**src/hdl/fb_write_pkg.sv**
```systemverilog
// Shared AXI constants and default widths; default sizes assume 32-bit addresses and 32-bit words
package fb_write_pkg;

    // Default memory address width
    localparam int DEFAULT_ADDR_WIDTH = 32;

    // Default memory data width, one pixel word per beat
    localparam int DEFAULT_DATA_WIDTH = 32;

    // Width of the AXI burst-length field
    localparam int AXI_LEN_WIDTH = 8;

    // AXI length encoding, which holds the beat count minus one
    typedef logic [AXI_LEN_WIDTH-1:0] burst_len_t;

    // Incrementing burst code for awburst
    localparam logic [1:0] AXI_BURST_INCR = 2'b01;

    // OKAY code on bresp
    localparam logic [1:0] AXI_RESP_OKAY = 2'b00;

    // No burst may cross a boundary of this many bytes
    localparam int AXI_PAGE_BYTES = 4096;

endpackage

```
**src/hdl/beat_packer.sv**
```systemverilog
`timescale 1ns/1ps
// Write data never leads its address, since lengths enter the FIFO only on AW handshakes
module beat_packer #(
    parameter int DATA_WIDTH = fb_write_pkg::DEFAULT_DATA_WIDTH
) (
    input  logic                     aclk,
    input  logic                     rst_n,
    input  logic                     len_empty,
    input  fb_write_pkg::burst_len_t len_data,
    input  logic                     data_empty,
    input  logic [DATA_WIDTH-1:0]    data_word,
    input  logic                     wready,
    output logic                     len_pop,
    output logic                     data_pop,
    output logic                     wvalid,
    output logic [DATA_WIDTH-1:0]    wdata,
    output logic                     wlast
);
    fb_write_pkg::burst_len_t beats_left;
    fb_write_pkg::burst_len_t cur_left;
    logic                     in_burst;
    logic                     have_len;
    logic                     w_fire;

    // Between bursts the FIFO head supplies the count, so a new burst starts without a gap
    assign cur_left = in_burst ? beats_left : len_data;
    assign have_len = in_burst || !len_empty;

    assign wvalid   = have_len && !data_empty;
    assign wdata    = data_word;
    assign wlast    = (cur_left == '0);
    assign w_fire   = wvalid && wready;
    assign data_pop = w_fire;

    // The length leaves its FIFO with the first beat of the burst
    assign len_pop  = w_fire && !in_burst;

    always_ff @(posedge aclk or negedge rst_n)
    begin
        if (!rst_n)
        begin
            in_burst   <= 1'b0;
            beats_left <= '0;
        end
        else if (w_fire)
        begin
            if (wlast)
            begin
                in_burst <= 1'b0;
            end
            else
            begin
                in_burst   <= 1'b1;
                beats_left <= cur_left - 1'b1;
            end
        end
    end

endmodule

```
**src/hdl/burst_planner.sv**
```systemverilog
`timescale 1ns/1ps
// Start address must be word aligned and the byte count a nonzero multiple of the word size
module burst_planner #(
    parameter int ADDR_WIDTH      = fb_write_pkg::DEFAULT_ADDR_WIDTH,
    parameter int DATA_WIDTH      = fb_write_pkg::DEFAULT_DATA_WIDTH,
    parameter int MAX_BURST_BEATS = 16
) (
    input  logic                     aclk,
    input  logic                     rst_n,
    input  logic                     start,
    input  logic [ADDR_WIDTH-1:0]    start_addr,
    input  logic [ADDR_WIDTH-1:0]    start_bytes,
    input  logic                     awready,
    input  logic                     len_full,
    output logic                     awvalid,
    output logic [ADDR_WIDTH-1:0]    awaddr,
    output fb_write_pkg::burst_len_t awlen,
    output logic                     len_push,
    output fb_write_pkg::burst_len_t len_data,
    output logic                     aw_fire,
    output logic                     plan_done
);
    localparam int BYTES_PER_WORD = DATA_WIDTH / 8;
    localparam int SIZE_LG        = $clog2(BYTES_PER_WORD);
    localparam int PAGE_LG        = $clog2(fb_write_pkg::AXI_PAGE_BYTES);

    logic [ADDR_WIDTH-1:0] cur_addr;
    logic [ADDR_WIDTH-1:0] cur_words;
    logic [ADDR_WIDTH-1:0] page_left;
    logic [ADDR_WIDTH-1:0] page_words;
    logic [ADDR_WIDTH-1:0] beats;
    logic                  pending;

    // Words that still fit before the next 4 KB boundary
    assign page_left  = ADDR_WIDTH'(fb_write_pkg::AXI_PAGE_BYTES)
                      - ADDR_WIDTH'(cur_addr[PAGE_LG-1:0]);
    assign page_words = page_left >> SIZE_LG;

    // Smallest of the length limit, the words remaining and the page limit
    always_comb
    begin
        beats = ADDR_WIDTH'(MAX_BURST_BEATS);
        if (cur_words < beats)
        begin
            beats = cur_words;
        end
        if (page_words < beats)
        begin
            beats = page_words;
        end
    end

    assign awaddr    = cur_addr;
    assign awlen     = fb_write_pkg::burst_len_t'(beats - 1'b1);
    assign aw_fire   = awvalid && awready;
    assign len_push  = aw_fire;
    assign len_data  = awlen;
    assign plan_done = aw_fire && (cur_words == beats);

    // Request registers change only on a handshake, so AW stays stable while it waits
    always_ff @(posedge aclk or negedge rst_n)
    begin
        if (!rst_n)
        begin
            awvalid   <= 1'b0;
            pending   <= 1'b0;
            cur_addr  <= '0;
            cur_words <= '0;
        end
        else if (start)
        begin
            // The length FIFO has drained by the time a new transfer is accepted
            cur_addr  <= start_addr;
            cur_words <= start_bytes >> SIZE_LG;
            awvalid   <= 1'b1;
            pending   <= 1'b0;
        end
        else if (aw_fire)
        begin
            cur_addr  <= cur_addr + (beats << SIZE_LG);
            cur_words <= cur_words - beats;
            awvalid   <= 1'b0;
            pending   <= (cur_words != beats);
        end
        else if (pending && !len_full)
        begin
            // The push from the last handshake is visible now, so full is exact
            awvalid <= 1'b1;
            pending <= 1'b0;
        end
    end

endmodule

```
**src/hdl/fb_fifo.sv**
```systemverilog
`timescale 1ns/1ps
// Register-array FIFO with a look-through head, a push while full or a pop while empty is dropped
module fb_fifo #(
    parameter type payload_t = logic [31:0],
    parameter int  DEPTH     = 4
) (
    input  logic     aclk,
    input  logic     rst_n,
    input  logic     push,
    input  payload_t push_data,
    input  logic     pop,
    output payload_t pop_data,
    output logic     empty,
    output logic     full
);
    localparam int PTR_W = (DEPTH > 1) ? $clog2(DEPTH) : 1;
    localparam int CNT_W = $clog2(DEPTH + 1);

    payload_t         mem [DEPTH];
    logic [PTR_W-1:0] wr_ptr;
    logic [PTR_W-1:0] rd_ptr;
    logic [CNT_W-1:0] count;
    logic             do_push;
    logic             do_pop;

    assign do_push  = push && !full;
    assign do_pop   = pop && !empty;
    assign empty    = (count == '0);
    assign full     = (count == CNT_W'(DEPTH));
    assign pop_data = mem[rd_ptr];

    always_ff @(posedge aclk)
    begin
        if (do_push)
        begin
            mem[wr_ptr] <= push_data;
        end
    end

    // Pointers wrap explicitly so that DEPTH need not be a power of two
    always_ff @(posedge aclk or negedge rst_n)
    begin
        if (!rst_n)
        begin
            wr_ptr <= '0;
            rd_ptr <= '0;
            count  <= '0;
        end
        else
        begin
            if (do_push)
            begin
                wr_ptr <= (wr_ptr == PTR_W'(DEPTH - 1)) ? '0 : wr_ptr + 1'b1;
            end
            if (do_pop)
            begin
                rd_ptr <= (rd_ptr == PTR_W'(DEPTH - 1)) ? '0 : rd_ptr + 1'b1;
            end
            if (do_push && !do_pop)
            begin
                count <= count + 1'b1;
            end
            else if (do_pop && !do_push)
            begin
                count <= count - 1'b1;
            end
        end
    end

endmodule

```
**src/hdl/fb_writer_top.sv**
```systemverilog
`timescale 1ns/1ps
// Single AXI4 write master with ID 0, full-word strobes only and no read channels
module fb_writer_top #(
    parameter int ADDR_WIDTH      = fb_write_pkg::DEFAULT_ADDR_WIDTH,
    parameter int DATA_WIDTH      = fb_write_pkg::DEFAULT_DATA_WIDTH,
    parameter int MAX_BURST_BEATS = 16,
    parameter int LEN_FIFO_DEPTH  = 4,
    parameter int DATA_FIFO_DEPTH = 4
) (
    input  logic                     aclk,
    input  logic                     rst_n,
    input  logic                     tstart,
    input  logic [ADDR_WIDTH-1:0]    taddr,
    input  logic [ADDR_WIDTH-1:0]    tbytes,
    input  logic                     s_valid,
    input  logic [DATA_WIDTH-1:0]    s_data,
    input  logic                     awready,
    input  logic                     wready,
    input  logic                     bvalid,
    input  logic [1:0]               bresp,
    output logic                     s_ready,
    output logic                     awvalid,
    output logic [ADDR_WIDTH-1:0]    awaddr,
    output fb_write_pkg::burst_len_t awlen,
    output logic [2:0]               awsize,
    output logic [1:0]               awburst,
    output logic                     wvalid,
    output logic [DATA_WIDTH-1:0]    wdata,
    output logic [DATA_WIDTH/8-1:0]  wstrb,
    output logic                     wlast,
    output logic                     bready,
    output logic                     busy,
    output logic                     tdone,
    output logic                     resp_error
);
    logic                     start;
    logic [ADDR_WIDTH-1:0]    start_addr;
    logic [ADDR_WIDTH-1:0]    start_bytes;
    logic                     aw_fire;
    logic                     plan_done;
    logic                     len_push;
    fb_write_pkg::burst_len_t len_push_data;
    logic                     len_pop;
    fb_write_pkg::burst_len_t len_head;
    logic                     len_empty;
    logic                     len_full;
    logic                     data_pop;
    logic [DATA_WIDTH-1:0]    data_word;
    logic                     data_empty;
    logic                     data_full;

    assign awsize  = 3'($clog2(DATA_WIDTH / 8));
    assign awburst = fb_write_pkg::AXI_BURST_INCR;
    assign wstrb   = {(DATA_WIDTH / 8){1'b1}};
    assign s_ready = !data_full;

    transfer_tracker #(.ADDR_WIDTH(ADDR_WIDTH)) u_transfer_tracker (
        .aclk(aclk), .rst_n(rst_n), .tstart(tstart), .taddr(taddr), .tbytes(tbytes),
        .aw_fire(aw_fire), .plan_done(plan_done), .bvalid(bvalid), .bresp(bresp),
        .start(start), .start_addr(start_addr), .start_bytes(start_bytes), .busy(busy),
        .bready(bready), .tdone(tdone), .resp_error(resp_error)
    );

    burst_planner #(
        .ADDR_WIDTH(ADDR_WIDTH), .DATA_WIDTH(DATA_WIDTH), .MAX_BURST_BEATS(MAX_BURST_BEATS)
    ) u_burst_planner (
        .aclk(aclk), .rst_n(rst_n), .start(start), .start_addr(start_addr),
        .start_bytes(start_bytes), .awready(awready), .len_full(len_full),
        .awvalid(awvalid), .awaddr(awaddr), .awlen(awlen), .len_push(len_push),
        .len_data(len_push_data), .aw_fire(aw_fire), .plan_done(plan_done)
    );

    // Lengths of bursts whose address is out but whose data has not started
    fb_fifo #(.payload_t(fb_write_pkg::burst_len_t), .DEPTH(LEN_FIFO_DEPTH)) u_len_fifo (
        .aclk(aclk), .rst_n(rst_n), .push(len_push), .push_data(len_push_data),
        .pop(len_pop), .pop_data(len_head), .empty(len_empty), .full(len_full)
    );

    fb_fifo #(.payload_t(logic [DATA_WIDTH-1:0]), .DEPTH(DATA_FIFO_DEPTH)) u_data_fifo (
        .aclk(aclk), .rst_n(rst_n), .push(s_valid), .push_data(s_data),
        .pop(data_pop), .pop_data(data_word), .empty(data_empty), .full(data_full)
    );

    beat_packer #(.DATA_WIDTH(DATA_WIDTH)) u_beat_packer (
        .aclk(aclk), .rst_n(rst_n), .len_empty(len_empty), .len_data(len_head),
        .data_empty(data_empty), .data_word(data_word), .wready(wready),
        .len_pop(len_pop), .data_pop(data_pop), .wvalid(wvalid), .wdata(wdata),
        .wlast(wlast)
    );

endmodule

```
**src/hdl/transfer_tracker.sv**
```systemverilog
`timescale 1ns/1ps
// One transfer at a time, a tstart seen while busy is dropped and bready is always held high
module transfer_tracker #(
    parameter int ADDR_WIDTH = fb_write_pkg::DEFAULT_ADDR_WIDTH
) (
    input  logic                  aclk,
    input  logic                  rst_n,
    input  logic                  tstart,
    input  logic [ADDR_WIDTH-1:0] taddr,
    input  logic [ADDR_WIDTH-1:0] tbytes,
    input  logic                  aw_fire,
    input  logic                  plan_done,
    input  logic                  bvalid,
    input  logic [1:0]            bresp,
    output logic                  start,
    output logic [ADDR_WIDTH-1:0] start_addr,
    output logic [ADDR_WIDTH-1:0] start_bytes,
    output logic                  busy,
    output logic                  bready,
    output logic                  tdone,
    output logic                  resp_error
);
    logic                  b_fire;
    logic                  plan_seen;
    logic [ADDR_WIDTH-1:0] outstanding;
    logic [ADDR_WIDTH-1:0] outstanding_next;

    assign start       = tstart && !busy;
    assign start_addr  = taddr;
    assign start_bytes = tbytes;
    assign bready      = 1'b1;
    assign b_fire      = bvalid && bready;

    // Bursts issued minus responses collected
    assign outstanding_next = outstanding + ADDR_WIDTH'(aw_fire) - ADDR_WIDTH'(b_fire);

    always_ff @(posedge aclk or negedge rst_n)
    begin
        if (!rst_n)
        begin
            busy        <= 1'b0;
            plan_seen   <= 1'b0;
            outstanding <= '0;
            tdone       <= 1'b0;
            resp_error  <= 1'b0;
        end
        else
        begin
            // The final burst always answers after plan_done, so the last event is a B beat
            tdone <= busy && b_fire && plan_seen && (outstanding_next == '0);

            if (start)
            begin
                busy        <= 1'b1;
                plan_seen   <= 1'b0;
                outstanding <= '0;
                resp_error  <= 1'b0;
            end
            else
            begin
                if (tdone)
                begin
                    busy <= 1'b0;
                end
                if (plan_done)
                begin
                    plan_seen <= 1'b1;
                end
                if (busy)
                begin
                    outstanding <= outstanding_next;
                end
                if (busy && b_fire && (bresp != fb_write_pkg::AXI_RESP_OKAY))
                begin
                    resp_error <= 1'b1;
                end
            end
        end
    end

endmodule

```
**config.mk**
```make
export PLATFORM = sky130hd
export DESIGN_NAME = fb_writer_top
export DESIGN_NICKNAME = d
export VERILOG_FILES = /design/src/hdl/fb_write_pkg.sv /design/src/hdl/beat_packer.sv /design/src/hdl/burst_planner.sv /design/src/hdl/fb_fifo.sv /design/src/hdl/fb_writer_top.sv /design/src/hdl/transfer_tracker.sv
export SDC_FILE = /design/constraint.sdc
export NUM_CORES = 1
export LEC_CHECK = 0
export BUFFER_PORTS_ARGS = -buffer_cell sky130_fd_sc_hd__buf_2
export CAP_MARGIN = 20
export CORE_AREA = 3 3 145 252
export DETAILED_ROUTE_END_ITERATION = 10
export DIE_AREA = 0 0 148 255
export PLACE_DENSITY = 0.73
export SLEW_MARGIN = 20
export SYNTH_ARGS = -nofsm -noshare
export SYNTH_HDL_FRONTEND = slang
export SYNTH_SLANG_ARGS = --single-unit
```
**constraint.sdc**
```tcl
create_clock -name aclk -period 18.25 [get_ports aclk]
set_clock_uncertainty 0.15 [all_clocks]
set_input_delay 3.65 -clock aclk [delete_from_list [all_inputs] [get_ports aclk]]
set_output_delay 3.65 -clock aclk [all_outputs]
set_load 0.005 [all_outputs]
```
* Word level (Yosys, flattened, before mapping) *
Memories as Yosys holds them, arrays and structs flattened.
Index checks and enable logic that the tools add are counted.

word-level totals
  flip-flop bits (word level) = 125
  bits in writable memories = 160
  input port bits = 105
  output and inout port bits = 89
  logic and storage cells = 123
  memories = 2

operators by class
  add/sub/neg operators = 15
  magnitude comparators = 2
  equality and inequality tests = 8
  mux-type cells = 34
  bitwise gates (word level) = 1
  reduce and logical (&&, ||, !) cells = 44

memory list
  name             depth  bits a word  rd ports  clocked after Yosys merged registers in  write ports  line           RTL
  u_data_fifo.mem  4      32           1         0                                        1            fb_fifo.sv:19  payload_t mem [DEPTH];
  u_len_fifo.mem   4      8            1         0                                        1            fb_fifo.sv:19

operator list
  operator                                              number
  2-to-1 mux 32 bit                                     8
  adder 32 x 1 -> 32 bit                                1
  adder 32 bit                                          1
  equality test 32 bit                                  1
  logical NOT 32 bit                                    1
  < comparator 30 x 32 -> 1 bit                         1
  < comparator 32 x 5 -> 1 bit (second input constant)  1
  inequality test 32 bit                                1
  subtractor 32 x 1 -> 32 bit                           1
  subtractor 32 bit                                     1
  logical AND 1 bit                                     19
  2-to-1 mux 1 bit                                      17
  nonzero test 2 bit                                    8
  subtractor 8 x 1 -> 8 bit (second input constant)     2
  subtractor 13 x 12 -> 14 bit (first input constant)   1
  2-to-1 mux 3 bit                                      4
  logical NOT 1 bit                                     10
  adder 2 x 1 -> 2 bit (second input constant)          4
  equality test 2 bit (second input constant)           4
  logical NOT 8 bit                                     1
  2-to-1 mux 2 bit                                      4
  2-to-1 mux 8 bit                                      1
  adder 3 x 1 -> 3 bit (second input constant)          2
  equality test 3 bit (second input constant)           2
  other kinds (6)                                       8

* Depth between registers and ports, before layout *
Gate-level depths: netlist of run 1.

  depth in word-level cells = 10
  gate-level depth with buffers = 29

* Cells and area by module *
From an unflattened synthesis of run 1, not the netlist that was laid out.

unflattened totals
  cells, all modules = 1864
  area, all modules = 19132.1 um^2

by module, submodules not included
  module                  instances  cells each  area an instance (um^2)  sequential area each (um^2)
  burst_planner           1          1011        7717.4                   1651.6
  fb_fifo at u_data_fifo  1          205         5084.9                   4018.9
  transfer_tracker        1          448         3678.5                   900.9
  fb_fifo at u_len_fifo   1          79          1617.8                   1136.1
  beat_packer             1          109         954.7                    225.2
  fb_writer_top           1          12          78.8                     0.0

* Worst setup path before layout of run 1 *
OpenSTA, ideal clock, no wires.

  path kind = input to register
  start point = input awready
  end point = register u_transfer_tracker.tdone
  setup time = 0.096 ns
  arrival = 8.529 ns
  data required time = 18.004 ns
  setup slack = 9.475 ns
  stages on the path = 21
  path buffers = 3
  path through = and2_1 clkbuf_1 inv_2 clkbuf_1 buf_1 ha_1 inv_1 ha_1 fa_1 a21o_1 a21oi_2 o21bai_2 a21oi_2 xnor2_1 or4_1 or4_1 or4_1 nor4_1 nand3_1 or4_4 nor4_2

between the ends
  longest elaborated chain between the ends = 5

ends and longest elaborated chain
  element                      line                    RTL
  from (decl)                  fb_writer_top.sv:17     input logic awready,
  logical AND 1 bit            burst_planner.sv:55     assign aw_fire = awvalid && awready;
  adder 32 x 1 -> 32 bit       transfer_tracker.sv:35  assign outstanding_next = outstanding + ADDR_WIDTH'(aw_fire) - ADDR_WIDTH'(b_fire);
  subtractor 32 x 1 -> 32 bit  transfer_tracker.sv:35
  logical NOT 32 bit           transfer_tracker.sv:50  tdone <= busy && b_fire && plan_seen && (outstanding_next == '0);
  logical AND 1 bit            transfer_tracker.sv:50
  to (signal assigned)         transfer_tracker.sv:50
  to (decl)                    transfer_tracker.sv:20  output logic tdone,

No other way between the ends.
A chain may end at the register's enable or synchronous reset.

* Worst setup path in the final report of run 1 *
  start point = register u_burst_planner.cur_words[28]
  end point = output awlen[7]

between the ends
  longest elaborated chain between the ends = 5

ends and longest elaborated chain
  element                        line                 RTL
  from (decl)                    burst_planner.sv:28  logic [ADDR_WIDTH-1:0] cur_words;
  from (signal assigned)         burst_planner.sv:74  cur_words <= start_bytes >> SIZE_LG;
  from (signal assigned)         burst_planner.sv:81  cur_words <= cur_words - beats;
  < comparator 32 x 5 -> 1 bit   burst_planner.sv:43  if (cur_words < beats)
  2-to-1 mux 32 bit (*)          burst_planner.sv:43
  < comparator 30 x 32 -> 1 bit  burst_planner.sv:47  if (page_words < beats)
  2-to-1 mux 32 bit (*)          burst_planner.sv:47
  subtractor 8 x 1 -> 8 bit (*)  burst_planner.sv:54  assign awlen = fb_write_pkg::burst_len_t'(beats - 1'b1);
  to (decl)                      fb_writer_top.sv:24  output fb_write_pkg::burst_len_t awlen,

Every way passes the cells marked *; elsewhere a longest branch is shown, timed or not.

==> summary.txt, run 1 <==
CTS max path bufs = 3
sequential element share of the synthesized area = 46.1%
Critical Path AT = 6030 ps
Sw Share = 43.5%
area post-placement = 18700 um^2
Worst Hold Margin = 302 ps
global-route wire length before repair = 69200 um
number of global-route vias before repair = 13600
startpoint types = flip-flop
Reg clk slew, reported paths = 60 ps
CTS buffer count = 28
combinational share of power = 58.8%
Syn Area/Cell = 10.6 um^2
Hold Startpoint = u_transfer_tracker.tdone$_DFF_PN0_
layout cells sized above 1 = 18.1%
final core utilization = 56.8%
initial antenna violation count = 2
post-synthesis cell type count = 94
P_leak = 0.00836 uW
final HPWL from detailed placement = 32200 um
# nets final = 2036
synthesized area = 17200 um^2
CP max FO = 11
Post-DRT Antenna Nets = 0
layout overhead on the synthesized area = 14.3%
Vias = 13400
P per Cell Area = 215 nW/um^2
# setup viols final = 0
Post-Synthesis Cells = 1618
final hold vios = 0
CP startpoint = u_burst_planner.cur_words[28]$_DFFE_PN0P_
Synth area leaders = edfxtp_1, dfrtp_1, ha_1
Slew HR = 36.1%
H-tree Lvls = 1
io pins = 194
Iteration-0 DRC Markers = 622
DRC Markers = 0
#FFs+latches synth = 285
Worst R2R Start = u_burst_planner.cur_words[28]$_DFFE_PN0P_
initial core utilization = 49.7%
Synth area leader = edfxtp_1
mean routed wirelength per cell = 18.9 um
max frequency = 0.102 GHz
final wirelength = 43600 um
largest net degree at the start of global routing = 75
VDD IR max = 0.134 mV
CTS tree = built
minimum clock period = 9830 ps
Port-buffer cells = 181
pin slew with the least headroom to its limit = 955 ps
Die X = 148 um
Setup TNS Final = 0 ps
clock root buffer = clkbuf_16
Die Ht = 255 um
GP Congestion = 1.02
Setup Slack @ Placement = 9030 ps
Final WS setup = 8420 ps
status = completed
worst skew pair latency = 560 ps
Die ar. = 37700 um^2
Yosys top cell area share = 27.9%
Internal Power = 2390 uW
hold bufs inserted after CTS = 0
RSZ-0062 raised after global routing = false
ys async rst share = 43.9%
core area = 34700 um^2
Rows = 90
CTS Sinks = 285
max-cap violation count = 0
setup bufs post-CTS = 0
design area = 19700 um^2
Post-synth EDFFs = 160
DRT Pass-1 Iters = 5
Sequential Power Share = 26.9%
final slew viol count = 0
clock power share = 14.3%
grt ovf = 0
Vias/cell = 5.83
Post-synth top flop = edfxtp_1
final period utilization = 53.8%
yosys warns = 0
most frequent cells after synthesis = edfxtp_1, a21oi_1, nand2_1, dfrtp_1, nor2_1
Worst Path Required = 14450 ps
Hold Path Class = reg2reg
top-count cell post-synth = edfxtp_1
Net Switching = 1840 uW
type of the worst setup path = reg2out
Total GRT Usage = 22.5%
Gates resized, CTS repair = 0
crit end category = output pin
[final cells by class]
| cell class | instances | area [um^2] |
|---|---|---|
| diodes | 1 | 2.50 |
| inverters | 81 | 304 |
| well taps | 460 | 576 |
| flip-flops and latches | 285 | 7940 |
| fillers | 3012 | 15000 |
| clock buffers | 33 | 781 |
| multi-input cells | 1229 | 8870 |
| clock inverters | 19 | 204 |
| repair buffers | 195 | 1020 |
[power by group through the flow]
stage	registers, uW	logic (uW)	clock network [uW]
5_1_grt	1160	2750	646
3_5_place_dp	1150	2460	0
4_1_cts	1140	2480	622
6_report	1140	2490	606
3_3_place_gp	1140	2400	0
2_1_floorplan	1050	1920	0
[layout by cell type, fill, tap and decap left out, types with 40 or more instances in the layout]
cell type / instances
buf_2: 180
ha_1: 108
mux4_2: 40
xor2_1: 41
conb_1: 54
nand2_1: 129
inv_1: 78
nor2_1: 117
a21oi_1: 131
o21ai_0: 92
a21o_1: 51
xnor2_1: 72
edfxtp_1: 160
dfrtp_1: 123
[kinds of logic after synthesis]
kind of cell / after synthesis / synth area share [%]
other: 2 / 0.0436
adder cells (fa/ha/maj): 112 / 8.25
AO/OA/AOI/OAI: 482 / 18.6
multiplexers: 59 / 6.38
XOR/XNOR: 114 / 5.84
AND/OR/NAND/NOR: 408 / 11.2
flip-flops: 285 / 46.1
buffers and inverters: 156 / 3.64
[worst paths after layout]
kind / slack, ps / cells past startpoint / end
worst max-delay path: 8420 / 15 / awlen[7]
worst min-delay path: 300 / 1 / u_transfer_tracker.busy$_DFFE_PN0P_
worst max register to register: 10460 / 22 / u_burst_planner.awaddr[30]$_DFFE_PN0P_
worst min register to register: 300 / 1 / u_transfer_tracker.busy$_DFFE_PN0P_
max in group asynchronous: 13760 / 2 / u_burst_planner.awaddr[11]$_DFFE_PN0P_
min in group asynchronous: 2960 / 1 / u_burst_planner.awaddr[25]$_DFFE_PN0P_
[through the flow]
| step | power (uW) | cells |
|---|---|---|
| after floorplan | 2970 | 1670 |
| after global placement | 3530 | 2250 |
| after detailed placement | 3610 | 2250 |
| after CTS | 4240 | 2302 |
| after global routing | 4560 | 2302 |
| final | 4230 | 2303 |
[routing by layer]
| metal | up-vias | part of all wire [%] | global-route usage, % | wire, um |
|---|---|---|---|---|
| met5 | - | 0.030 | 0 | 13 |
| met3 | 107 | 5.5 | 2.99 | 2380 |
| met1 | 6500 | 36 | 24.2 | 15700 |
| met4 | 2 | 4.4 | 9.88 | 1930 |
| met2 | 458 | 54 | 43.6 | 23500 |
| li1 | 6370 | - | - | - |
[flip-flops by register name, indices dropped and copies added, names as in the netlist]
signal	count
u_burst_planner.cur_words	32
u_beat_packer.in_burst	1
u_len_fifo.wr_ptr	2
u_burst_planner.awvalid	1
u_burst_planner.pending	1
u_transfer_tracker.outstanding	32
u_data_fifo.count	3
u_data_fifo.mem	128
u_beat_packer.beats_left	8
u_transfer_tracker.busy	1
u_len_fifo.rd_ptr	2
u_burst_planner.awaddr	32
u_data_fifo.rd_ptr	2
u_len_fifo.count	3
u_transfer_tracker.resp_error	1
u_data_fifo.wr_ptr	2
u_transfer_tracker.plan_seen	1
u_len_fifo.mem	32
u_transfer_tracker.tdone	1
[critical path, cell delays in order (launching register included)]
cell	delay (ps)
dfrtp_1	400
nor4_1	650
and4_1	360
and2_1	410
nand2_1	110
ha_1	330
o211ai_1	170
a211o_1	410
o21ai_0	650
nor3_1	120
a31oi_1	690
nand3_1	270
nor2_1	250
nand2_1	90
xnor2_1	350
buf_2	200
No activity file was read; power rests on OpenSTA's default activity.
==> run 2, diff against run 1 <==
==> constraint.sdc (replaced) <==
create_clock -name aclk -period 9.5 [get_ports aclk]
set_clock_uncertainty 0.15 [all_clocks]
set_input_delay 1.9 -clock aclk [delete_from_list [all_inputs] [get_ports aclk]]
set_output_delay 1.9 -clock aclk [all_outputs]
set_load 0.005 [all_outputs]
==> run 2 against run 1 <==
Against the previous run:
- critical path depth down 1
- sequential power up 90%
- power up 91%
- global-route usage up 0.36 points
- worst hold slack better by 33 ps
- sequential share of layout area up 0.12 points
- core utilization down 0.17 points
- die area unchanged
- first-iteration DRC count up 7.9%
- combinational power up 93%
- critical endpoint unchanged
- largest power group unchanged
==> summary.txt, run 2 (same netlist as run 1, synthesis figures left out) <==
Die Ht = 255 um (unchanged)
clock root buffer = clkbuf_16
Worst Path Required = 7450 ps (-7000 ps)
DRT Pass-1 Iters = 5 (unchanged)
# nets final = 2036 (unchanged)
most frequent cells in the layout = buf_2, edfxtp_1, a21oi_1
Die X = 148 um (unchanged)
final wirelength = 43700 um (+0.18%)
RSZ-0062 raised after global routing = false
io pins = 194 (unchanged)
GR Util met2 = 43.6% (about the same)
Pwr Total = 8090 uW (+91%)
final slew viol count = 0 (unchanged)
startpoint types = flip-flop
max reg flops = 128 (unchanged)
layout overhead on the synthesized area = 14.0%
CP max FO = 10 (-1)
Rows = 90 (unchanged)
status = completed
DRC Markers = 0 (unchanged)
Vias = 13400 (-0.36%)
layout cells sized above 1 = 17.9% (-0.22 points)
core area = 34700 um^2 (unchanged)
Final WS setup = 1540 ps (-6880 ps)
H-tree Lvls = 1 (unchanged)
VDD IR max = 0.202 mV (+51%)
initial core utilization = 49.7% (unchanged)
Worst Hold Margin = 336 ps (+33.5 ps)
CTS max path bufs = 3 (unchanged)
number of global-route vias before repair = 13800 (+1.3%)
Iteration-0 DRC Markers = 671 (+7.9%)
P_leak = 0.00833 uW (-0.36%)
hold bufs inserted after CTS = 0 (unchanged)
Post-DRT Antenna Nets = 0 (unchanged)
CTS tree = built
initial antenna violation count = 1 (-1)
minimum clock period = 7960 ps
CTS buffer count = 28 (unchanged)
area post-placement = 18700 um^2 (unchanged)
mean routed wirelength per cell = 19.0 um (+0.18%)
GRT met3 Usage = 2.91% (-0.089 points)
Setup Slack @ Placement = 1980 ps (-7050 ps)
most common cell after layout, fill and taps aside = buf_2
pin slew with the least headroom to its limit = 903 ps (-51.9 ps)
Reg clk slew, reported paths = 70 ps (about the same)
max-cap violation count = 0 (unchanged)
Most Crowded Layer GR = met2
max frequency = 0.126 GHz
register with the most flip-flops = u_data_fifo.mem
Slew HR = 39.8% (+3.7 points)
type of the worst setup path = reg2out
Total GRT Usage = 22.9% (+0.36 points)
final hold vios = 0 (unchanged)
Hold Path Class = reg2reg
GP Congestion = 1.01 (-0.52%)
CTS Sinks = 285 (unchanged)
met1 Use GR = 25.3% (+1.1 points)
P per Cell Area = 412 nW/um^2 (+92%)
Vias/cell = 5.81 (-0.36%)
Gates resized, CTS repair = 0 (unchanged)
global-route wire length before repair = 70300 um (+1.6%)
crit end category = output pin
Die ar. = 37700 um^2 (unchanged)
Critical Path AT = 5910 ps (-120 ps)
worst skew pair latency = 560 ps (about the same)
final HPWL from detailed placement = 32100 um (-0.24%)
setup bufs post-CTS = 0 (unchanged)
Setup TNS Final = 0 ps (unchanged)
Port-buffer cells = 181 (unchanged)
final period utilization = 83.8%
largest net degree at the start of global routing = 69 (-8.0%)
grt ovf = 0 (unchanged)
# setup viols final = 0 (unchanged)
design area = 19600 um^2 (-0.29%)
[run 2: cell types whose count changed in the layout (fill, tap and decap cells not counted)]
| cell | previous run | this run |
|---|---|---|
| inv_8 | 0 | 1 |
| clkbuf_8 | 4 | 1 |
| clkbuf_1 | 0 | 5 |
| clkinv_1 | 3 | 2 |
| inv_6 | 4 | 2 |
| clkinv_2 | 2 | 3 |
| bufinv_16 | 3 | 2 |
[run 2: report_power, final]
group	total (uW)	switching, uW	internal (uW)
Sequential	2170	375	1800
Combinational	4800	2680	2120
Clock	1120	490	628
Total	8090	3540	4550
[run 2: path summary, 6_finish.rpt]
kind | startpoint | to | slack, ps | cells after the start
max reg2reg | u_burst_planner.awaddr[7]$_DFFE_PN0P_ | u_burst_planner.cur_words[22]$_DFFE_PN0P_ | 1880 | 24
min | u_beat_packer.beats_left[6]$_DFFE_PN0P_ | u_beat_packer.beats_left[6]$_DFFE_PN0P_ | 340 | 2
min reg2reg | u_beat_packer.beats_left[6]$_DFFE_PN0P_ | u_beat_packer.beats_left[6]$_DFFE_PN0P_ | 340 | 2
max in group asynchronous | rst_n | u_data_fifo.rd_ptr[1]$_DFFE_PN0P_ | 6680 | 2
min in group asynchronous | rst_n | u_burst_planner.awaddr[23]$_DFFE_PN0P_ | 1130 | 1
max | u_burst_planner.awaddr[7]$_DFFE_PN0P_ | awlen[7] | 1540 | 14
[run 2: area by class of cell]
class / count / area, um^2
diodes: 1 / 2.50
fillers: 3033 / 15000
flip-flops and latches: 285 / 7940
clock buffers: 35 / 758
repair buffers: 195 / 1020
clock inverters: 17 / 169
inverters: 81 / 304
multi-input cells: 1229 / 8870
well taps: 460 / 576
[run 2: worst max-delay path: stages, from the launching register on]
cell and delay, ps:
dfrtp_1 530, nor4_1 470, nand4_1 250, nor4_1 500
ha_1 370, and3_1 280, a221o_1 370, nor2_1 330
o21ai_0 370, a31oi_1 740, nand3_1 260, nor2_1 250
nand2_1 90, xnor2_1 330, buf_2 200
[run 2: stage by stage]
stage	cells	util (%)
finish	2303	56.6
global route	2302	56.6
CTS	2302	56.6
detailed placement	2250	53.9
global placement	2250	53.9
floorplan	1670	-
[run 2: per-layer routing]
layer	routed length, um	part of all wire (%)
met3	2120	4.9
met5	0	0
met1	16000	37
met4	1970	4.5
met2	23600	54
